## config.mk

```make
export PLATFORM = sky130hd
export DESIGN_NAME = draw_core
export DESIGN_NICKNAME = d
export VERILOG_FILES = /design/src/common/draw_pkg.sv /design/src/common/draw_ifs.sv /design/src/source/draw_core.sv /design/src/glyph/digit_font_rom.sv /design/src/glyph/glyph_renderer.sv /design/src/source/sdram_write_port.sv /design/src/source/span_writer.sv /design/src/source/draw_sequencer.sv
export VERILOG_INCLUDE_DIRS = /design/src /design/src/common
export SDC_FILE = /design/constraint.sdc
export NUM_CORES = 1
export LEC_CHECK = 0
export BUFFER_PORTS_ARGS = -buffer_cell sky130_fd_sc_hd__buf_2
export CAP_MARGIN = 20
export CORE_MARGIN = 2
export CORE_UTILIZATION = 25
export CTS_BUF_LIST = sky130_fd_sc_hd__clkbuf_2
export DETAILED_ROUTE_END_ITERATION = 10
export PLACE_DENSITY = 0.4
export SYNTH_ARGS = -nofsm -noshare
export SYNTH_HDL_FRONTEND = slang
export SYNTH_HIERARCHICAL = 1
export SYNTH_MEMORY_MAX_BITS = 65536
export SYNTH_SLANG_ARGS = --single-unit
```

## constraint.sdc

```tcl
create_clock -name clk -period 24.8 [get_ports clk]
set_clock_uncertainty 0.2 [all_clocks]
set_input_delay 1.24 -clock clk [delete_from_list [all_inputs] [get_ports clk]]
set_output_delay 1.24 -clock clk [all_outputs]
set_load 0.05 [all_outputs]
```

## src/common/draw_macros.svh

```systemverilog
`ifndef DRAW_MACROS_SVH
`define DRAW_MACROS_SVH

// Panel geometry. Portrait, one RGB565 pixel per address.
`define SCREEN_W          480
`define SCREEN_H          800
`define PIXELS_PER_WORD   4     // Pixels per SDRAM write.
`define CLEAR_WORDS       (`SCREEN_W * `SCREEN_H / `PIXELS_PER_WORD)

// Frame image, start pixels as y*480+x.
`define FRAME_TOP_ADDR    4810   // (10,10).
`define FRAME_BOTTOM_ADDR 379210 // (10,790).
`define FRAME_LEFT_ADDR   4810   // (10,10).
`define FRAME_RIGHT_ADDR  5266   // (466,10), last span ends at x=469.
`define FRAME_MID_ADDR    5040   // (240,10).
`define FRAME_HLINE_WORDS 115    // 460 pixels wide.
`define FRAME_VLINE_WORDS 780    // Rows 10 to 789.

// Counter digits. Origin (180,680), each digit twelve rows further on.
`define COUNTER_ORIGIN    326580
`define DIGIT_STEP        5760
`define GLYPH_COLS        12
`define GLYPH_ROWS        24

`define COLOR_BLACK       16'h0000
`define COLOR_GREEN       16'h07E0
`define COLOR_YELLOW      16'hFFE0
`endif
```

## src/common/digit_font.mem

```
// One glyph per line, 0 to F. 288 bits, column 11 first, six hex digits per column.
// Bit 0 of each column is row 0.
0000003FFFFC7FFFFE6000066000066000066000066000066000067FFFFE3FFFFC000000
0000003FFFFC3FFFFC000000000000000000000000000000000000000000000000000000
000000000FFC601FFE6018066018066018066018066018066018067FF8063FF000000000
0000003FFFFC7FFFFE601806601806601806601806601806601806601806000000000000
0000003FFFFC3FFFFC001800001800001800001800001800001800001FFC000FFC000000
0000003FF0007FF806601806601806601806601806601806601806601FFE000FFC000000
0000003FF0007FF8066018066018066018066018066018066018067FFFFE3FFFFC000000
0000003FFFFC3FFFFE000006000006000006000006000006000006000006000000000000
0000003FFFFC7FFFFE6018066018066018066018066018066018067FFFFE3FFFFC000000
0000003FFFFC7FFFFE601806601806601806601806601806601806601FFE000FFC000000
0000003FFFFC3FFFFE0018060018060018060018060018060018063FFFFE3FFFFC000000
0000003FF0007FF8006018006018006018006018006018006018007FFFFC3FFFFC000000
0000000000006000066000066000066000066000066000066000067FFFFE3FFFFC000000
0000003FFFFC7FFFFC6018006018006018006018006018006018007FF8003FF000000000
0000000000006018066018066018066018066018066018066018067FFFFE3FFFFC000000
0000000000000018060018060018060018060018060018060018063FFFFE3FFFFC000000

```

## src/common/draw_pkg.sv

```systemverilog
`default_nettype none

`include "draw_macros.svh"

////////////////////////////////////////////////////////////////////////////
// Shared types of the drawing engine.
////////////////////////////////////////////////////////////////////////////
package draw_pkg;

  typedef logic [23:0] pixel_addr_t; // Bank(2)+row(13)+column(9).
  typedef logic [15:0] rgb565_t;     // R5 G6 B5.

  // One SDRAM write. Element 0 goes out on data1.
  typedef rgb565_t [`PIXELS_PER_WORD-1:0] pixel_word_t;

  // Command codes, the rest of the 4-bit range is ignored.
  typedef enum logic [3:0] {
    CMD_CLEAR   = 4'd0, // Black screen.
    CMD_FRAME   = 4'd1, // Fixed frame lines.
    CMD_COUNTER = 4'd2  // Eight hex digits from data.
  } draw_cmd_e;

  // 24x12 glyph. Three bytes per column, bit 24*col+row, LSB is top row.
  typedef logic [`GLYPH_COLS*`GLYPH_ROWS-1:0] glyph_bits_t;
  typedef logic [3:0] glyph_idx_t; // One nibble, one glyph.

endpackage

`default_nettype wire

```

## src/common/draw_ifs.sv

```systemverilog
`default_nettype none

// Single SDRAM write from one drawing client.
interface pixel_write_if import draw_pkg::*; ();
  logic        req;   // Held with the fields until ack.
  pixel_addr_t addr;
  pixel_word_t word;
  logic        burst; // 0: word 0 only, rest zero.
  logic        ack;   // One cycle.

  modport client (output req, addr, word, burst, input ack);
  modport port (input req, addr, word, burst, output ack);
endinterface

// Run of four-pixel words at a fixed stride.
interface span_job_if import draw_pkg::*; ();
  logic        start;    // One-cycle pulse.
  pixel_addr_t addr;     // First pixel.
  pixel_addr_t stride;   // Pixels between words.
  pixel_addr_t count;    // Words, same width as an address.
  rgb565_t     color;
  logic        finished; // One cycle after the last ack.

  modport sequencer (output start, addr, stride, count, color, input finished);
  modport worker (input start, addr, stride, count, color, output finished);
endinterface

// One font glyph at a pixel origin.
interface glyph_job_if import draw_pkg::*; ();
  logic        start;
  glyph_idx_t  glyph;
  pixel_addr_t origin;   // Pixel of column 0, row 0.
  logic        finished;

  modport sequencer (output start, glyph, origin, input finished);
  modport worker (input start, glyph, origin, output finished);
endinterface

`default_nettype wire

```

## src/source/draw_core.sv

```systemverilog
`default_nettype none

module draw_core import draw_pkg::*; (
  input  logic        clk,
  input  logic        rst_n,
  input  logic        en,
  input  logic [3:0]  cmd,        // Codes 3-15 ignored.
  input  logic [31:0] data,       // Counter value for command 2.
  output logic        draw_done,
  output pixel_addr_t sdram_wr_addr,
  output rgb565_t     sdram_wr_data1,
  output rgb565_t     sdram_wr_data2,
  output rgb565_t     sdram_wr_data3,
  output rgb565_t     sdram_wr_data4,
  output logic        sdram_wr_burst,
  output logic        sdram_wr_req,
  input  logic        sdram_wr_done
);

  span_job_if    span_job ();
  glyph_job_if   glyph_job ();
  pixel_write_if span_px ();
  pixel_write_if glyph_px ();

  glyph_idx_t  font_idx;
  glyph_bits_t font_bits;

  draw_sequencer u_sequencer (.clk(clk), .rst_n(rst_n), .en(en),
    .cmd(draw_cmd_e'(cmd)), .data(data), .draw_done(draw_done),
    .span(span_job), .glyph(glyph_job));

  span_writer u_span (.clk(clk), .rst_n(rst_n), .job(span_job), .wr(span_px));

  glyph_renderer u_glyph (.clk(clk), .rst_n(rst_n), .job(glyph_job),
    .font_idx(font_idx), .font_bits(font_bits), .wr(glyph_px));

  digit_font_rom u_font (.clk(clk), .idx(font_idx), .bits(font_bits));

  sdram_write_port u_port (.clk(clk), .rst_n(rst_n),
    .span_wr(span_px), .glyph_wr(glyph_px),
    .sdram_wr_addr(sdram_wr_addr), .sdram_wr_data1(sdram_wr_data1),
    .sdram_wr_data2(sdram_wr_data2), .sdram_wr_data3(sdram_wr_data3),
    .sdram_wr_data4(sdram_wr_data4), .sdram_wr_burst(sdram_wr_burst),
    .sdram_wr_req(sdram_wr_req), .sdram_wr_done(sdram_wr_done));

endmodule

`default_nettype wire

```

## src/glyph/digit_font_rom.sv

```systemverilog
`default_nettype none

module digit_font_rom import draw_pkg::*; (
  input  logic        clk,
  input  glyph_idx_t  idx,
  output glyph_bits_t bits // One cycle after idx.
);

  localparam int GLYPHS = 2 ** $bits(glyph_idx_t); // 0-F.

  glyph_bits_t rom [GLYPHS];

  // One 288-bit glyph per line, 72 hex digits.
  initial begin
    $readmemh("/design/src/common/digit_font.mem", rom);
  end

  always_ff @(posedge clk) begin
    bits <= rom[idx];
  end

endmodule

`default_nettype wire

```

## src/glyph/glyph_renderer.sv

```systemverilog
`default_nettype none

`include "draw_macros.svh"

module glyph_renderer import draw_pkg::*; (
  input  logic          clk,
  input  logic          rst_n,
  glyph_job_if.worker   job,
  output glyph_idx_t    font_idx,
  input  glyph_bits_t   font_bits,
  pixel_write_if.client wr
);

  localparam logic [3:0] COL_LAST = 4'(`GLYPH_COLS - 1);
  localparam logic [4:0] ROW_LAST = 5'(`GLYPH_ROWS - 1);
  // From the bottom of one column to the top of the next, one row down.
  localparam pixel_addr_t COL_STEP = pixel_addr_t'(`SCREEN_W + `GLYPH_ROWS - 1);

  typedef enum logic [1:0] {GR_IDLE, GR_LOAD, GR_WRITE, GR_GAP} gr_state_e;

  gr_state_e   state;
  logic [3:0]  col;
  logic [4:0]  row;
  logic        finished_q;
  logic        last_pixel;
  glyph_bits_t bits_q;   // Shifted, bit 0 is the current pixel.
  pixel_addr_t pix_addr;
  rgb565_t     pix_color;

  assign last_pixel = (col == COL_LAST) && (row == ROW_LAST);

  always_ff @(posedge clk or negedge rst_n) begin
    if (!rst_n) begin
      state      <= GR_IDLE;
      col        <= '0;
      row        <= '0;
      finished_q <= 1'b0;
    end else begin
      finished_q <= 1'b0;
      case (state)
        GR_IDLE: if (job.start) begin
          col   <= '0;
          row   <= '0;
          state <= GR_LOAD; // ROM output valid next cycle.
        end
        GR_LOAD: state <= GR_WRITE;
        GR_WRITE: if (wr.ack) begin
          if (last_pixel) begin
            finished_q <= 1'b1;
            state      <= GR_IDLE;
          end else begin
            state <= GR_GAP;
            if (row == ROW_LAST) begin
              row <= '0;
              col <= col + 4'd1;
            end else begin
              row <= row + 5'd1;
            end
          end
        end
        default: state <= GR_WRITE;
      endcase
    end
  end

  // Bits run column by column, top row first, so one shift per pixel.
  always_ff @(posedge clk) begin
    if (state == GR_IDLE && job.start) begin
      pix_addr <= job.origin;
    end else if (state == GR_LOAD) begin
      bits_q <= font_bits;
    end else if (state == GR_WRITE && wr.ack) begin
      bits_q <= bits_q >> 1;
      if (row == ROW_LAST) begin
        pix_addr <= pix_addr + COL_STEP;
      end else begin
        pix_addr <= pix_addr - 1'b1; // Next row goes left in x.
      end
    end
  end

  assign pix_color = bits_q[0] ? `COLOR_GREEN : `COLOR_BLACK;
  assign font_idx  = job.glyph; // Held by the sequencer for the whole job.

  always_comb begin
    wr.word    = '0;         // Words 1-3 unused.
    wr.word[0] = pix_color;
  end

  assign wr.req       = (state == GR_WRITE);
  assign wr.addr      = pix_addr;
  assign wr.burst     = 1'b0;   // Single pixel.
  assign job.finished = finished_q;

endmodule

`default_nettype wire

```

## src/source/sdram_write_port.sv

```systemverilog
`default_nettype none

module sdram_write_port import draw_pkg::*; (
  input  logic        clk,
  input  logic        rst_n,
  pixel_write_if.port span_wr,
  pixel_write_if.port glyph_wr,
  output pixel_addr_t sdram_wr_addr,
  output rgb565_t     sdram_wr_data1,
  output rgb565_t     sdram_wr_data2,
  output rgb565_t     sdram_wr_data3,
  output rgb565_t     sdram_wr_data4,
  output logic        sdram_wr_burst,
  output logic        sdram_wr_req,
  input  logic        sdram_wr_done
);

  logic span_ack_q;
  logic glyph_ack_q;
  logic owner_glyph; // Who gets the ack.
  logic ready;
  logic take_span;
  logic take_glyph;

  // No accept in the ack cycle, the client still holds its old req there.
  assign ready      = !sdram_wr_req && !span_ack_q && !glyph_ack_q;
  assign take_span  = ready && span_wr.req;                  // Span wins.
  assign take_glyph = ready && !span_wr.req && glyph_wr.req;

  always_ff @(posedge clk or negedge rst_n) begin
    if (!rst_n) begin
      sdram_wr_req <= 1'b0;
      span_ack_q   <= 1'b0;
      glyph_ack_q  <= 1'b0;
      owner_glyph  <= 1'b0;
    end else begin
      span_ack_q  <= sdram_wr_req && sdram_wr_done && !owner_glyph;
      glyph_ack_q <= sdram_wr_req && sdram_wr_done && owner_glyph;
      if (sdram_wr_req && sdram_wr_done) begin
        sdram_wr_req <= 1'b0; // Strobe ends on done.
      end else if (take_span || take_glyph) begin
        sdram_wr_req <= 1'b1;
        owner_glyph  <= take_glyph;
      end
    end
  end

  // SDRAM fields, stable for the whole strobe.
  always_ff @(posedge clk) begin
    if (take_span) begin
      sdram_wr_addr  <= span_wr.addr;
      sdram_wr_burst <= span_wr.burst;
      {sdram_wr_data4, sdram_wr_data3, sdram_wr_data2, sdram_wr_data1} <= span_wr.word;
    end else if (take_glyph) begin
      sdram_wr_addr  <= glyph_wr.addr;
      sdram_wr_burst <= glyph_wr.burst;
      {sdram_wr_data4, sdram_wr_data3, sdram_wr_data2, sdram_wr_data1} <= glyph_wr.word;
    end
  end

  assign span_wr.ack  = span_ack_q;
  assign glyph_wr.ack = glyph_ack_q;

endmodule

`default_nettype wire

```

## src/source/span_writer.sv

```systemverilog
`default_nettype none

`include "draw_macros.svh"

module span_writer import draw_pkg::*; (
  input  logic          clk,
  input  logic          rst_n,
  span_job_if.worker    job,
  pixel_write_if.client wr
);

  typedef enum logic [1:0] {SW_IDLE, SW_WRITE, SW_GAP} sw_state_e;

  sw_state_e   state;
  pixel_addr_t left_q;   // Words still to write.
  logic        finished_q;
  pixel_addr_t addr_q;
  pixel_addr_t stride_q;
  rgb565_t     color_q;

  always_ff @(posedge clk or negedge rst_n) begin
    if (!rst_n) begin
      state      <= SW_IDLE;
      left_q     <= '0;
      finished_q <= 1'b0;
    end else begin
      finished_q <= 1'b0;
      case (state)
        SW_IDLE: if (job.start) begin
          left_q <= job.count;
          state  <= SW_WRITE; // First req next cycle.
        end
        SW_WRITE: if (wr.ack) begin
          left_q <= left_q - 1'b1;
          if (left_q == pixel_addr_t'(1)) begin
            finished_q <= 1'b1;
            state      <= SW_IDLE;
          end else begin
            state <= SW_GAP; // Req low for one cycle.
          end
        end
        default: state <= SW_WRITE;
      endcase
    end
  end

  always_ff @(posedge clk) begin
    if (state == SW_IDLE && job.start) begin
      addr_q   <= job.addr;
      stride_q <= job.stride;
      color_q  <= job.color;
    end else if (state == SW_WRITE && wr.ack) begin
      addr_q <= addr_q + stride_q; // Next word.
    end
  end

  assign wr.req       = (state == SW_WRITE);
  assign wr.addr      = addr_q;
  assign wr.word      = {`PIXELS_PER_WORD{color_q}};
  assign wr.burst     = 1'b1;
  assign job.finished = finished_q;

endmodule

`default_nettype wire

```

## src/source/draw_sequencer.sv

```systemverilog
`default_nettype none

`include "draw_macros.svh"

module draw_sequencer import draw_pkg::*; (
  input  logic           clk,
  input  logic           rst_n,
  input  logic           en,
  input  draw_cmd_e      cmd,
  input  logic [31:0]    data,
  output logic           draw_done,
  span_job_if.sequencer  span,
  glyph_job_if.sequencer glyph
);

  localparam logic [2:0] LAST_SPAN  = 3'd4; // Five frame lines.
  localparam logic [2:0] LAST_DIGIT = 3'd7; // Eight digits.

  typedef enum logic [2:0] {
    SQ_IDLE, SQ_SPAN_GO, SQ_SPAN_WAIT, SQ_GLYPH_GO, SQ_GLYPH_WAIT, SQ_DONE
  } sq_state_e;

  sq_state_e   state;
  draw_cmd_e   cmd_q;
  logic [31:0] data_q;  // Counter word, frozen for the whole command.
  logic [2:0]  step;    // Span or digit number.
  logic [2:0]  nib_sel;

  always_ff @(posedge clk or negedge rst_n) begin
    if (!rst_n) begin
      state  <= SQ_IDLE;
      cmd_q  <= CMD_CLEAR;
      data_q <= '0;
      step   <= '0;
    end else begin
      case (state)
        SQ_IDLE: if (en) begin
          cmd_q  <= cmd;
          data_q <= data;
          step   <= '0;
          case (cmd)
            CMD_CLEAR, CMD_FRAME: state <= SQ_SPAN_GO;
            CMD_COUNTER:          state <= SQ_GLYPH_GO;
            default:              state <= SQ_IDLE; // Unknown code, no writes.
          endcase
        end
        SQ_SPAN_GO:  state <= SQ_SPAN_WAIT;
        SQ_SPAN_WAIT: if (span.finished) begin
          if (cmd_q == CMD_CLEAR || step == LAST_SPAN) begin
            state <= SQ_DONE;
          end else begin
            step  <= step + 3'd1;
            state <= SQ_SPAN_GO;
          end
        end
        SQ_GLYPH_GO: state <= SQ_GLYPH_WAIT;
        SQ_GLYPH_WAIT: if (glyph.finished) begin
          if (step == LAST_DIGIT) begin
            state <= SQ_DONE;
          end else begin
            step  <= step + 3'd1;
            state <= SQ_GLYPH_GO;
          end
        end
        default: state <= SQ_IDLE; // SQ_DONE lasts one cycle.
      endcase
    end
  end

  assign span.start  = (state == SQ_SPAN_GO);
  assign glyph.start = (state == SQ_GLYPH_GO);
  assign draw_done   = (state == SQ_DONE);

  ////////////////////////////////////////////////////////////////////////////
  // Span table. Clear is one span, frame is top, bottom, left, right, mid.
  ////////////////////////////////////////////////////////////////////////////
  always_comb begin
    span.addr   = '0;
    span.stride = pixel_addr_t'(`PIXELS_PER_WORD); // Horizontal run.
    span.count  = pixel_addr_t'(`CLEAR_WORDS);
    span.color  = `COLOR_BLACK;
    if (cmd_q == CMD_FRAME) begin
      span.color = `COLOR_GREEN;
      span.count = pixel_addr_t'(`FRAME_VLINE_WORDS);
      span.stride = pixel_addr_t'(`SCREEN_W); // One row per word.
      case (step)
        3'd0: begin
          span.addr   = pixel_addr_t'(`FRAME_TOP_ADDR);
          span.stride = pixel_addr_t'(`PIXELS_PER_WORD);
          span.count  = pixel_addr_t'(`FRAME_HLINE_WORDS);
        end
        3'd1: begin
          span.addr   = pixel_addr_t'(`FRAME_BOTTOM_ADDR);
          span.stride = pixel_addr_t'(`PIXELS_PER_WORD);
          span.count  = pixel_addr_t'(`FRAME_HLINE_WORDS);
        end
        3'd2: span.addr = pixel_addr_t'(`FRAME_LEFT_ADDR);
        3'd3: span.addr = pixel_addr_t'(`FRAME_RIGHT_ADDR);
        default: begin
          span.addr  = pixel_addr_t'(`FRAME_MID_ADDR);
          span.color = `COLOR_YELLOW; // Centre line.
        end
      endcase
    end
  end

  // Most significant nibble is drawn first.
  assign nib_sel      = LAST_DIGIT - step;
  assign glyph.glyph  = data_q[{nib_sel, 2'b00} +: 4];
  assign glyph.origin = pixel_addr_t'(`COUNTER_ORIGIN)
                      + pixel_addr_t'(step) * pixel_addr_t'(`DIGIT_STEP);

endmodule

`default_nettype wire

```

## Yosys cells after proc, flatten, opt, wreduce, memory -nomap -nowiden

Cells that the tools add are included.
Widths: inputs -> output; s select.

| storage, ports and cells | value |
|---|---|
| bits in writable memories | 0 |
| input bits | 40 |
| ROM bits | 0 |
| output and inout bits | 91 |
| bits in latches | 0 |
| memories kept | 0 |
| word-level logic and storage cells | 178 |
| register bits after elaboration | 774 |

| cells by class | value |
|---|---|
| $mul | 1 |
| reduce and logical (&&, ||, !) cells | 49 |
| div/mod/pow operators | 0 |
| bitwise gates (word level) | 2 |
| add/sub/neg operators | 8 |
| shifts and indexed selects | 0 |
| equal/unequal tests | 31 |
| magnitude comparators | 0 |
| mux-type cells | 63 |

Operators with widths:

| kind | number |
|---|---|
| $mux 288 | 2 |
| $mux 24 | 12 |
| $mux 16 | 5 |
| $pmux 19 s3 | 1 |
| $pmux 24 s2 | 1 |
| $sub 24x1->24 const B | 2 |
| $mux 3 | 10 |
| $add 24x24->24 | 1 |
| $add 24x9->24 const B | 1 |
| $eq 24x1->1 const B | 1 |
| $add 19x16->20 const A | 1 |
| $mux 5 | 4 |
| $mux 4 | 4 |
| $pmux 3 s5 | 1 |
| $ne 2x2->1 const B | 7 |
| $reduce_bool 2->1 | 7 |
| $logic_and 1x1->1 | 13 |
| $eq 3x2->1 const B | 4 |
| $eq 3x3->1 const B | 4 |
| $mux 2 | 6 |
| $pmux 2 s2 | 3 |
| $reduce_and 2->1 | 6 |
| $mux 11 | 1 |
| $mux 10 | 1 |
| 30 further kinds | 56 |

## Longest topological paths before layout

Gate-level depths: netlist of the first run.

| logic depth | value |
|---|---|
| word-level depth | 8 |
| depth in mapped cells | 12 |
| mapped depth without buffers | 11 |

## Hierarchy

Netlist of the first run, hierarchy kept.

Modules (own cells, without submodules):

| module | sequential area each (um^2) | instances | cells each | area each (um^2) |
|---|---|---|---|---|
| glyph_renderer | 9669.3 | 1 | 954 | 15099.5 |
| span_writer | 2597.5 | 1 | 537 | 5320.1 |
| sdram_write_port | 2772.7 | 1 | 203 | 4371.7 |
| draw_sequencer | 1051.0 | 1 | 330 | 3241.9 |
| digit_font_rom | 0.0 | 1 | 289 | 2165.8 |

## Least setup slack after synthesis of the first run

OpenSTA, ideal clock, no wires.

| timing path | value |
|---|---|
| path kind | reg2reg |
| start point | register u_span.state[1] |
| end point | register u_port.sdram_wr_addr[0] (enable) |
| stages on the path, launching flop included | 7 |
| slack | 14.277 ns |
| period minus slack after synthesis | 10.523 ns |
| arrival time | 9.569 ns |
| library setup time | 0.755 ns |
| path buffers | 2 |
| required time | 23.845 ns |
| cells stage by stage | dfrtp_1 > nand2b_1 > clkbuf_1 > inv_1 > clkbuf_1 > nor2_1 > nor4_1 |

| between the ends | value |
|---|---|
| word-level cells in the longest chain between the ends | 5 |
| elaborated cells on any way between the ends | 6 |
| classes of those cells | 1 x eq/ne; 5 x reduce/logical |

Ends and longest elaborated chain:

| what | line | source |
|---|---|---|
| start: declaration | span_writer.sv:14 | `sw_state_e state;` |
| start signal: assignment | span_writer.sv:23 | `state <= SW_IDLE;` |
| start signal: assignment | span_writer.sv:31 | `state <= SW_WRITE;` |
| start signal: assignment | span_writer.sv:37 | `state <= SW_IDLE;` |
| $eq 2x1->1 (*) | span_writer.sv:57 | `assign wr.req = (state == SW_WRITE);` |
| net span_px.req | draw_ifs.sv:5 | `logic req;` |
| $logic_not 1->1 | sdram_write_port.sv:28 | `assign take_glyph = ready && !span_wr.req && glyph_wr.req;` |
| $logic_and 1x1->1 (2 in a row) | sdram_write_port.sv:28 |  |
| $reduce_bool 2->1 (no line) (*) | n/a |  |
| end signal: assignment | sdram_write_port.sv:51 | `sdram_wr_addr <= span_wr.addr;` |
| end signal: assignment | sdram_write_port.sv:55 | `sdram_wr_addr <= glyph_wr.addr;` |
| end: declaration | sdram_write_port.sv:8 | `output pixel_addr_t sdram_wr_addr,` |

The timed path passes the listed nets; every way through them passes the cells marked *.
A chain may end at the register's enable or synchronous reset.

## Worst setup path in the final report of the first run

| timing path | value |
|---|---|
| start point | register u_span.state[1] |
| end point | register u_port.sdram_wr_data1[7] (data pin) |

| between the ends | value |
|---|---|
| word-level cells in the longest chain between the ends | 3 |

Ends and longest elaborated chain:

| what | line | source |
|---|---|---|
| $eq 2x1->1 | span_writer.sv:57 |  |
| net span_px.req | draw_ifs.sv:5 |  |
| $logic_and 1x1->1 | sdram_write_port.sv:27 | `assign take_span = ready && span_wr.req;` |
| $mux 16 | sdram_write_port.sv:50 | `if (take_span) begin` |
| end signal: assignment | sdram_write_port.sv:53 | `{sdram_wr_data4, sdram_wr_data3, sdram_wr_data2, sdram_wr_data1} <= span_wr.word;` |
| end signal: assignment | sdram_write_port.sv:57 | `{sdram_wr_data4, sdram_wr_data3, sdram_wr_data2, sdram_wr_data1} <= glyph_wr.word;` |
| end: declaration | sdram_write_port.sv:9 | `output rgb565_t sdram_wr_data1,` |

The timed path passes the listed nets, and every way through them passes these cells.

==> metrics.md, run 1 <==
| Metric | Value |
|---|---|
| CTS H-tree depth | 4 |
| Largest incremental delay on the critical path | slightly below 800 ps |
| Number of CTS-inserted buffers | between 150 and 200 |
| Clock-pin slew of the registers on the worst-case setup and hold paths | 100 ps |
| Sequence of cells on the critical path | nand2b_1 > buf_4 > inv_1 > nor4b_4 > buf_4 > buf_4 > mux2_4 |
| Final Slew Violations | 0 |
| Cell area after synthesis | ~29000 µm² |
| Clock latency on the worst-skew pair | 1300 ps |
| Multi-input gate area | 10700 µm² |
| TritonCTS clock tree | built |
| Buffer count from post-CTS setup fixing | 0 |
| Endpoint class of the critical path | flop |
| IR drop worst, VDD | 0.0653 mV |
| Number of remaining DRC errors | 0 |
| Data arrival time of the worst path | between 4000 and 5000 ps |
| # port buffers | 98 |
| Met1 Track Usage GR | 0.111 |
| Final #Nets | between 2000 and 2500 |
| Final Worst Setup Slack | 20710 ps |
| Starting DRT DRC Count | about 800 |
| Filler cell count in the final layout | 12092 |
| Clock buffer depth | 3 |
| Wire length of the first global-routing pass | 81600 µm |
| Post-Route WL | between 50000 and 60000 µm |
| Height of the die | between 300 and 400 µm |
| Number of buffer and inverter instances along the worst setup path | 4 |
| Worst setup slack after placement | 20670 ps |
| Final hold violation count | 0 |
| Std cell rows | 124 |
| Clock root buffer | sky130_fd_sc_hd__clkbuf_2 |
| Chip width | 343 µm |
| Clock period minus worst slack | 4090 ps |
| Post-route ant nets | 0 |
| P&R area growth vs syn | 5.12% |
| Setup repair after global routing missed its margin | false |
| Avg Cell Area, Syn | 12.9 µm² |
| Slowest library cell on the worst path | sky130_fd_sc_hd__inv_1 |
| Largest fanout on the critical path | 48 |
| Number of instances in the synthesized netlist | 2223 |
| Overall via count from detail_route | 15220 |
| Detailed Routing Iterations Pass 1 | 4 |
| Period Utilization, post-route | 0.165 |
| Cell repeated most along the worst path | sky130_fd_sc_hd__buf_4 |
| Number of primary I/O pins | between 100 and 150 |
| Crit path kind | reg -> reg |
| Share of final-layout standard cells stronger than drive strength 1 | 0.315 |
| Outcome | completed |
| Number of global-route vias before repair | 15389 |
| Worst-Margin Slew | 1050 ps |
| Setup-failing EPs final | 0 |
| Sinks on Clock Net | 518 |
| Congestion Overflow GR | 0 |
| Met3 usage in global routing | 0.0282 |
| Max Freq | 0.245 GHz |
| Area inside the core boundary | 114000 µm² |
| Effective utilization at floorplan | 0.252 |
| Ratio of routed vias to standard cells | 3.84 |
| Final Wtd Congestion | 0.754 |
| Endpoint required time on the critical path | roughly 26000 ps |
| Hold Crit Class | reg -> reg |
| Drt wl/cell | roughly 13 µm |
| Static leakage | roughly 12 nW |
| Antenna violations before repair | 3 |
| Final Total Pwr | 3.33 mW |
| Post-Route Utilization | 0.265 |
| Sum of negative setup slack | 0 ps |
| Met2 routing resource usage after global routing | 0.134 |
| Post-DP HPWL | slightly above 30000 µm |
| Largest net degree at the start of global routing | around 160 |
| Die ar. | 118000 µm² |
| Register area | approximately 15000 µm² |
| Warnings from Yosys | 6 |
| Kind of launch point of the worst setup path | flop |
| Delay-heaviest family, CP | buffers and inverters |
| Layer with the highest usage after global routing | met2 |
| All-Layer GR Usage | 0.0877 |
| Number of violations of the max-capacitance limit | 0 |
| Power per cell area | 110 nW/µm² |
| Worst-case headroom to the max-slew limit | 0.295 |
-- sequential cells by signal (all words and copies together) (netlist names), 4 cells and up --
| name | count |
|---|---|
| u_glyph/bits_q | 288 |
| u_port/sdram_wr_data4 | 16 |
| u_sequencer/cmd_q | 4 |
| u_port/sdram_wr_data1 | 16 |
| u_port/sdram_wr_data2 | 16 |
| u_port/sdram_wr_addr | 24 |
| u_span/left_q | 24 |
| u_glyph/col | 4 |
| u_port/sdram_wr_data3 | 16 |
| u_span/stride_q | 24 |
| u_glyph/row | 5 |
| u_span/wr.addr | 24 |
| u_glyph/wr.addr | 24 |
| u_span/color_q | 16 |
-- cell type report --
| cell class | count | share of cell area |
|---|---|---|
| diodes | 1 | 0.0000827 |
| clock inverters | 37 | 0.00852 |
| flip-flops and latches | 518 | 0.506 |
| multi-input cells | 1499 | 0.355 |
| well taps | 1512 | 0.0625 |
| clock buffers | 236 | 0.0391 |
| repair buffers | 128 | 0.0255 |
| inverters | 30 | 0.00372 |
-- cell usage in the layout, fill, tap and decap left out, types with 5 or more instances in the layout --
cell,count
sky130_fd_sc_hd__a211oi_1,8
sky130_fd_sc_hd__a21o_1,26
sky130_fd_sc_hd__a21oi_1,91
sky130_fd_sc_hd__a22oi_1,6
sky130_fd_sc_hd__a31oi_1,15
sky130_fd_sc_hd__and2_1,11
sky130_fd_sc_hd__and3_1,9
sky130_fd_sc_hd__buf_2,99
sky130_fd_sc_hd__buf_4,17
sky130_fd_sc_hd__clkbuf_2,236
sky130_fd_sc_hd__clkinv_1,25
sky130_fd_sc_hd__conb_1,405
sky130_fd_sc_hd__dfrtp_1,53
sky130_fd_sc_hd__dlygate4sd3_1,10
sky130_fd_sc_hd__edfxtp_1,465
sky130_fd_sc_hd__ha_1,54
sky130_fd_sc_hd__inv_1,28
sky130_fd_sc_hd__mux2_2,291
sky130_fd_sc_hd__mux2_4,89
sky130_fd_sc_hd__nand2_1,86
sky130_fd_sc_hd__nand2b_1,11
sky130_fd_sc_hd__nand3_1,21
sky130_fd_sc_hd__nand4_1,9
sky130_fd_sc_hd__nor2_1,90
sky130_fd_sc_hd__nor3_1,29
sky130_fd_sc_hd__nor4_1,5
sky130_fd_sc_hd__o21a_1,7
sky130_fd_sc_hd__o21ai_0,67
sky130_fd_sc_hd__o22ai_1,5
sky130_fd_sc_hd__o31ai_1,10
sky130_fd_sc_hd__or3_1,6
sky130_fd_sc_hd__xnor2_1,26
sky130_fd_sc_hd__xor2_1,27
-- what timing repair did --
item                      CTS  global route
hold endpoints to repair   62             0
resized for setup           0             0
hold buffers               10             0
-- report_power, final --
group          switching, mW  leakage (nW)  internal (mW)  total [mW]
combinational          0.783          5.51          0.435        1.22
clock                  0.393          1.09          0.285       0.678
sequential             0.111          4.94           1.33        1.44
total                   1.29          11.5           2.05        3.33
-- per-layer routing --
| layer | share of wire | vias up |
|---|---|---|
| met4 | 0.033 | 0 |
| met1 | 0.46 | 7279 |
| met2 | 0.45 | 305 |
| li1 | - | 7503 |
| met3 | 0.055 | 133 |
| met5 | 0 | - |
-- worst paths after layout --
kind | start | to | slack [ps] | cells after the start
max in group asynchronous | rst_n | u_span/left_q[18]$_DFFE_PN0P_ | 23450 | 3
max reg2reg | u_span/state[1]$_DFFE_PN0P_ | u_port/sdram_wr_data1[7]$_DFFE_PP_ | 20710 | 7
min in group asynchronous | rst_n | u_glyph/row[3]$_DFFE_PN0P_ | 420 | 3
min reg2reg | u_port/owner_glyph$_DFFE_PN0P_ | u_port/span_wr.ack$_DFF_PN0_ | 210 | 1
min | u_port/owner_glyph$_DFFE_PN0P_ | u_port/span_wr.ack$_DFF_PN0_ | 210 | 1
max | u_span/state[1]$_DFFE_PN0P_ | u_port/sdram_wr_data1[7]$_DFFE_PP_ | 20710 | 7
-- worst reg2reg max path, stage by stage, from the launching register on --
cell and delay [ps]:
sky130_fd_sc_hd__dfrtp_1 390, sky130_fd_sc_hd__nand2b_1 140, sky130_fd_sc_hd__buf_4 240, sky130_fd_sc_hd__inv_1 780, sky130_fd_sc_hd__nor4b_4 370, sky130_fd_sc_hd__buf_4 460, sky130_fd_sc_hd__buf_4 800, sky130_fd_sc_hd__mux2_4 450
-- metrics by stage --
step                      cells  hold slack (ps)  area, µm²
final                      3961              206      30200
after global routing       3961              204      30200
after CTS                  3959             82.9      30200
after detailed placement   3676              213      28700
after global placement     3675              211      28700
after floorplan            2623              202      30300
(Power assumes the default switching activity.)
==> inputs of run 2 (changes only) <==
==> constraint.sdc (replaced) <==
create_clock -name clk -period 4.05 [get_ports clk]
set_clock_uncertainty 0.2 [all_clocks]
set_input_delay 0.2025 -clock clk [delete_from_list [all_inputs] [get_ports clk]]
set_output_delay 0.2025 -clock clk [all_outputs]
set_load 0.05 [all_outputs]
==> run 2 against run 1 <==
Against the previous run: clock power increased to 6.0 times the previous value; count of clock-buffer cells in the layout decreased by 3; core utilization increased by 0.26 points.
==> metrics.md, run 2 (same netlist as run 1, synthesis figures left out) <==
| Metric | Value |
|---|---|
| Period Utilization, post-route | 0.918 |
| Static leakage | 11.7 nW |
| Final hold violation count | 0 |
| Detailed Routing Iterations Pass 1 | 4 |
| Effective utilization at floorplan | 0.252 |
| Crit path kind | reg -> reg |
| Clock-pin slew of the registers on the worst-case setup and hold paths | 100 ps |
| Height of the die | 343 µm |
| Largest fanout on the critical path | 10 |
| Ratio of routed vias to standard cells | 3.85 |
| Clock buffer depth | 3 |
| Data arrival time of the worst path | 4510 ps |
| Setup repair after global routing missed its margin | false |
| Final Total Pwr | around 20 mW |
| Drt wl/cell | 12.6 µm |
| Antenna violations before repair | 2 |
| IR drop worst, VDD | about 0.43 mV |
| Power per cell area | between 600 and 700 nW/µm² |
| Number of buffer and inverter instances along the worst setup path | 1 |
| Endpoint class of the critical path | flop |
| Worst-Margin Slew | 840 ps |
| Termination of the worst setup path | u_glyph/wr.addr[21]$_DFFE_PP_ |
| Final Slew Violations | 0 |
| Clock root buffer | sky130_fd_sc_hd__clkbuf_2 |
| Setup-failing EPs final | 0 |
| Overall via count from detail_route | 15324 |
| Hold Path Cell Cnt | 1 |
| Share of final-layout standard cells stronger than drive strength 1 | 0.318 |
| Kind of launch point of the worst setup path | flop |
| Buffer count from post-CTS setup fixing | 0 |
| Post-Route Utilization | 0.267 |
| Hold Crit Class | reg -> reg |
| Post-route ant nets | 0 |
| Register area | 15300 µm² |
| P&R area growth vs syn | 6.14% |
| Post-DP HPWL | 31100 µm |
| Chip width | 343 µm |
| Commonest cells after routing, fill and taps aside | 465 x sky130_fd_sc_hd__edfxtp_1, 405 x sky130_fd_sc_hd__conb_1, 291 x sky130_fd_sc_hd__mux2_2, 233 x sky130_fd_sc_hd__clkbuf_2, 98 x sky130_fd_sc_hd__buf_2 |
| Die ar. | 118000 µm² |
| Quantity of gates resized following cts | 0 |
| Number of global-route vias before repair | 15689 |
| Register with the most flip-flops | u_glyph/bits_q |
| Largest net degree at the start of global routing | ~110 |
| Wire length of the first global-routing pass | 81100 µm |
| Clock latency on the worst-skew pair | 1310 ps |
| Timing startpoint of the critical path | u_glyph/row[1]$_DFFE_PN0P_ |
| FF-to-FF Start | u_glyph/row[1]$_DFFE_PN0P_ |
| Congestion Overflow GR | 0 |
| Std cell rows | 124 |
| Sequence of cells on the critical path | ha_1 > and4b_1 > inv_1 > ha_1 > or3_1 > or3_4 > a31oi_1 > o21ai_0 > xnor2_1 > o21ai_0 |
| Slowest library cell on the worst path | sky130_fd_sc_hd__or3_4 |
| Number of remaining DRC errors | 0 |
| Number of CTS-inserted buffers | 155 |
| Filler cell count in the final layout | 12036 |
| Final #Nets | 2447 |
| # port buffers | 98 |
| Max reg flops | 288 |
| Number of violations of the max-capacitance limit | 0 |
| Final Wtd Congestion | 0.773 |
| Final Worst Setup Slack | 332 ps |
| All-Layer GR Usage | 0.0861 |
| Number of gates on the worst path with buffers counted | 10 |
| Endpoint required time on the critical path | 4840 ps |
| Starting DRT DRC Count | 745 |
| Max Freq | around 0.27 GHz |
| TritonCTS clock tree | built |
| Number of primary I/O pins | ~130 |
| Commonest non-fill, non-tap cell in the layout | sky130_fd_sc_hd__edfxtp_1 |
| Sinks on Clock Net | 518 |
| Outcome | completed |
| Crit Reg-Reg Endpoint | u_glyph/wr.addr[21]$_DFFE_PP_ |
| Worst-case headroom to the max-slew limit | 0.440 |
| CTS H-tree depth | 4 |
| Clock period minus worst slack | 3720 ps |
| Post-Route WL | 50300 µm |
| Largest incremental delay on the critical path | 450 ps |
| Worst setup slack after placement | between 300 and 400 ps |
| Logic depth of the worst register-to-register path | 10 |
| Setup slack of the most critical reg-to-reg path | ~330 ps |
| Area inside the core boundary | 114000 µm² |
| Delay-heaviest family, CP | simple AND/OR/NAND/NOR gates |
| Multi-input gate area | 10800 µm² |
[run 2: changes by cell type in the layout (fill, tap and decap cells not counted), sizes merged]
cell / previous run / this run
inv: 31 / 34
clkbuf: 236 / 233
clkinvlp: 4 / 3
diode: 1 / 2
buf: 118 / 126
clkinv: 29 / 33
dlygate4sd3: 10 / 22
bufinv: 3 / 2
[run 2: how the worst min path moves through the flow]
| stage | slack, ps | endpoint | start |
|---|---|---|---|
| after detailed placement | 220 | u_port/span_wr.ack$_DFF_PN0_ | u_port/owner_glyph$_DFFE_PN0P_ |
| after CTS | 30 | u_sequencer/state[1]$_DFFE_PN0P_ | cmd[0] |
| final | 240 | u_port/span_wr.ack$_DFF_PN0_ | u_port/owner_glyph$_DFFE_PN0P_ |
| after global placement | 210 | u_port/span_wr.ack$_DFF_PN0_ | u_port/owner_glyph$_DFFE_PN0P_ |
| after floorplan | -290 | u_glyph/col[0]$_DFFE_PN0P_ | rst_n |
| after global routing | 170 | u_port/owner_glyph$_DFFE_PN0P_ | rst_n |
[run 2: repair_timing]
action	4_1_cts	5_1_grt
setup endpoints to repair	0	0
hold buffers	23	0
endpoints found under the hold margin	66	0
[run 2: metrics by stage]
stage	instance area [µm²]	hold slack, ps	std cells	TNS, ps
6_report	30500	236	3984	0
5_1_grt	30500	167	3984	0
4_1_cts	30500	31.6	3982	0
3_5_place_dp	28900	221	3684	0
3_3_place_gp	28900	208	3684	0
2_1_floorplan	30300	-293	2623	-36610
[run 2: where the power goes]
group          internal (mW)  switching [mW]  total [mW]
Combinational           2.74            4.83        7.57
Sequential              8.12           0.691        8.81
Clock                   1.69            2.40        4.09
[run 2: final cells by class]
cell class | instances | share of cell area
diodes | 2 | 0.000164
clock buffers | 233 | 0.0382
clock inverters | 42 | 0.00889
inverters | 30 | 0.00385
multi-input cells | 1499 | 0.352
flip-flops and latches | 518 | 0.501
well taps | 1512 | 0.0619
repair buffers | 148 | 0.0341
[run 2: per-layer routing]
| layer | global-route usage | vias to the layer above | routed length [µm] | part of all wire |
|---|---|---|---|---|
| met2 | 0.133 | 338 | 22300 | 0.44 |
| li1 | - | 7553 | - | - |
| met1 | 0.108 | 7321 | 23600 | 0.47 |
| met4 | 0.0427 | 0 | 1450 | 0.029 |
| met3 | 0.0272 | 112 | 2950 | 0.059 |
| met5 | 0 | - | 0 | 0 |
==> inputs of run 3 (changes only) <==
--- a/config.mk
+++ b/config.mk
@@ -9,10 +9,10 @@
 export BUFFER_PORTS_ARGS = -buffer_cell sky130_fd_sc_hd__buf_2
 export CAP_MARGIN = 20
 export CORE_MARGIN = 2
-export CORE_UTILIZATION = 25
+export CORE_UTILIZATION = 55
 export CTS_BUF_LIST = sky130_fd_sc_hd__clkbuf_2
 export DETAILED_ROUTE_END_ITERATION = 10
-export PLACE_DENSITY = 0.4
+export PLACE_DENSITY = 0.73
 export SYNTH_ARGS = -nofsm -noshare
 export SYNTH_HDL_FRONTEND = slang
 export SYNTH_HIERARCHICAL = 1
==> run 3 against run 2 <==
Against the previous run: wire length shrank 11%; count of clock-buffer cells in the layout down 44; critical path depth grew 1; worst setup slack improved by 220 ps; maximum frequency is 6.3% higher; clock power shrank 12%; final cell count is 22% lower; critical endpoint is now u_glyph/wr.addr[23]$_DFFE_PP_.
==> metrics.md, run 3 (same netlist as run 1, synthesis figures left out) <==
| Metric | Value |
|---|---|
| Effective utilization at floorplan | 0.559 |
| Power per cell area | ~680 nW/µm² |
| Max reg flops | between 200 and 300 |
| Wire length of the first global-routing pass | around 73000 µm |
| Overall via count from detail_route | 15400 |
| Commonest cells after routing, fill and taps aside | 465 x sky130_fd_sc_hd__edfxtp_1, 405 x sky130_fd_sc_hd__conb_1, 291 x sky130_fd_sc_hd__mux2_2, 189 x sky130_fd_sc_hd__clkbuf_2, 98 x sky130_fd_sc_hd__buf_2 |
| Share of final-layout standard cells stronger than drive strength 1 | 0.303 |
| Clock period minus worst slack | 3500 ps |
| Commonest non-fill, non-tap cell in the layout | sky130_fd_sc_hd__edfxtp_1 |
| Drt wl/cell | 14.4 µm |
| Clk network pwr share | 0.181 |
| Area inside the core boundary | 51500 µm² |
| Quantity of gates resized following cts | 0 |
| Hold Crit Class | reg -> reg |
| Clock root buffer | sky130_fd_sc_hd__clkbuf_2 |
| Setup repair after global routing missed its margin | false |
| DP Area | approximately 28000 µm² |
| Endpoint required time on the critical path | 4800 ps |
| Setup-failing EPs final | 0 |
| Part of the power in registers | 0.442 |
| Chip width | 233 µm |
| Post-DP HPWL | 28100 µm |
| Std cell rows | 83 |
| Number of CTS-inserted buffers | 136 |
| Clock latency on the worst-skew pair | approximately 1300 ps |
| Max Freq | 0.286 GHz |
| Clock-pin slew of the registers on the worst-case setup and hold paths | 90 ps |
| Final Wtd Congestion | slightly below 0.9 |
| Static leakage | between 10 and 15 nW |
| IR drop worst, VDD | between 0.5 and 0.6 mV |
| Post-route ant nets | 0 |
| Number of standard cells in the layout, taps in and fillers out | approximately 3100 |
| Data arrival time of the worst path | approximately 4300 ps |
| Comb power frac | 0.376 |
| Outcome | completed |
| Final non-filler cell area | slightly below 30000 µm² |
| Register with the most flip-flops | u_glyph/bits_q |
| Final hold violation count | 0 |
| Starting DRT DRC Count | 1051 |
| Number of remaining DRC errors | 0 |
| Period Utilization, post-route | 0.864 |
| Post-Route WL | about 45000 µm |
| Kind of launch point of the worst setup path | flop |
| Worst-case headroom to the max-slew limit | 0.450 |
| TritonCTS clock tree | built |
| Final #Nets | ~2400 |
| Largest fanout on the critical path | 15 |
| Sinks on Clock Net | 518 |
| Antenna violations before repair | 1 |
| Final Slew Violations | 0 |
| Clock buffer depth | 3 |
| Filler cell count in the final layout | around 4200 |
| Int Power | 12.3 mW |
| Number of global-route vias before repair | 15391 |
| Worst-Margin Slew | 825 ps |
| Number of primary I/O pins | 131 |
| Die ar. | around 54000 µm² |
| Endpoint class of the critical path | flop |
| Switching power share of the total | 0.382 |
| All-Layer GR Usage | 0.169 |
| P&R area growth vs syn | 1.80% |
| Crit path kind | reg -> reg |
| Post-placement cell count | 2848 |
| Congestion Overflow GR | 0 |
| Number of violations of the max-capacitance limit | 0 |
| Largest net degree at the start of global routing | 155 |
| # port buffers | 98 |
| Buffer count from post-CTS setup fixing | 0 |
| CTS H-tree depth | 4 |
| Height of the die | 233 µm |
| Ratio of routed vias to standard cells | 4.95 |
| Switching power total | 7.60 mW |
| Detailed Routing Iterations Pass 1 | 5 |
run 3: cell count changes in the layout (fill, tap and decap cells not counted), sizes merged:
cell,delta
clkbuf,-44
clkinv,+9
buf,-4
inv,-3
clkinvlp,+2
bufinv,+1
diode,-1
run 3: worst paths after layout:
kind	startpoint	end	slack, ps	cells past startpoint
max in group asynchronous	rst_n	u_span/left_q[8]$_DFFE_PN0P_	2920	6
min in group asynchronous	rst_n	u_glyph/row[4]$_DFFE_PN0P_	420	6
max	u_glyph/row[0]$_DFFE_PN0P_	u_glyph/wr.addr[23]$_DFFE_PP_	550	11
max reg2reg	u_glyph/row[0]$_DFFE_PN0P_	u_glyph/wr.addr[23]$_DFFE_PP_	550	11
min reg2reg	u_port/owner_glyph$_DFFE_PN0P_	u_port/span_wr.ack$_DFF_PN0_	250	1
min	u_port/owner_glyph$_DFFE_PN0P_	u_port/span_wr.ack$_DFF_PN0_	250	1
run 3: critical path, cell delays in order (launching register included):
cell and delay [ps]:
sky130_fd_sc_hd__dfrtp_1 400, sky130_fd_sc_hd__ha_1 250, sky130_fd_sc_hd__and4b_1 260, sky130_fd_sc_hd__inv_1 170, sky130_fd_sc_hd__buf_4 260, sky130_fd_sc_hd__ha_1 340, sky130_fd_sc_hd__and4_1 270, sky130_fd_sc_hd__a221oi_1 390
sky130_fd_sc_hd__a21oi_1 150, sky130_fd_sc_hd__a211oi_1 270, sky130_fd_sc_hd__xnor2_1 140, sky130_fd_sc_hd__o21ai_0 100
run 3: layout make-up:
cell class	instances	area, µm²	share of cell area
flip-flops and latches	518	15300	0.522
repair buffers	144	1020	0.0349
inverters	30	118	0.00402
multi-input cells	1499	10800	0.367
clock inverters	51	304	0.0104
clock buffers	189	946	0.0323
diodes	1	2.50	0.0000854
well taps	680	851	0.0290
run 3: metrics by stage:
step / setup TNS [ps] / power, mW / setup slack, ps / hold WS [ps] / util
after global placement: 0 / 16.1 / 642 / 173 / 0.540
after CTS: 0 / 20.1 / 599 / 110 / 0.569
after detailed placement: 0 / 16.4 / 637 / 191 / 0.540
after floorplan: -36610 / 15.3 / -411 / -293 / -
final: 0 / 19.9 / 552 / 247 / 0.569
after global routing: 0 / 21.1 / 417 / 241 / 0.569
run 3: power groups by stage:
stage / logic (mW) / clock network [mW] / registers (mW)
3_5_place_dp: 7.43 / 0 / 8.93
3_3_place_gp: 7.22 / 0 / 8.85
4_1_cts: 7.52 / 3.79 / 8.82
2_1_floorplan: 4.90 / 0 / 10.4
5_1_grt: 8.05 / 4.05 / 8.97
6_report: 7.49 / 3.61 / 8.80
run 3: metal layers:
layer	routed length (µm)	up-vias	global-route usage
li1	-	7483	-
met1	19800	7480	0.213
met2	21800	357	0.274
met3	2270	80	0.0447
met4	981	0	0.0738
met5	0	-	0
run 3: timing repair:
action / 4_1_cts / 5_1_grt
endpoints found under the setup margin: 0 / 0
hold endpoints to repair: 66 / 0
hold buffers: 23 / 0
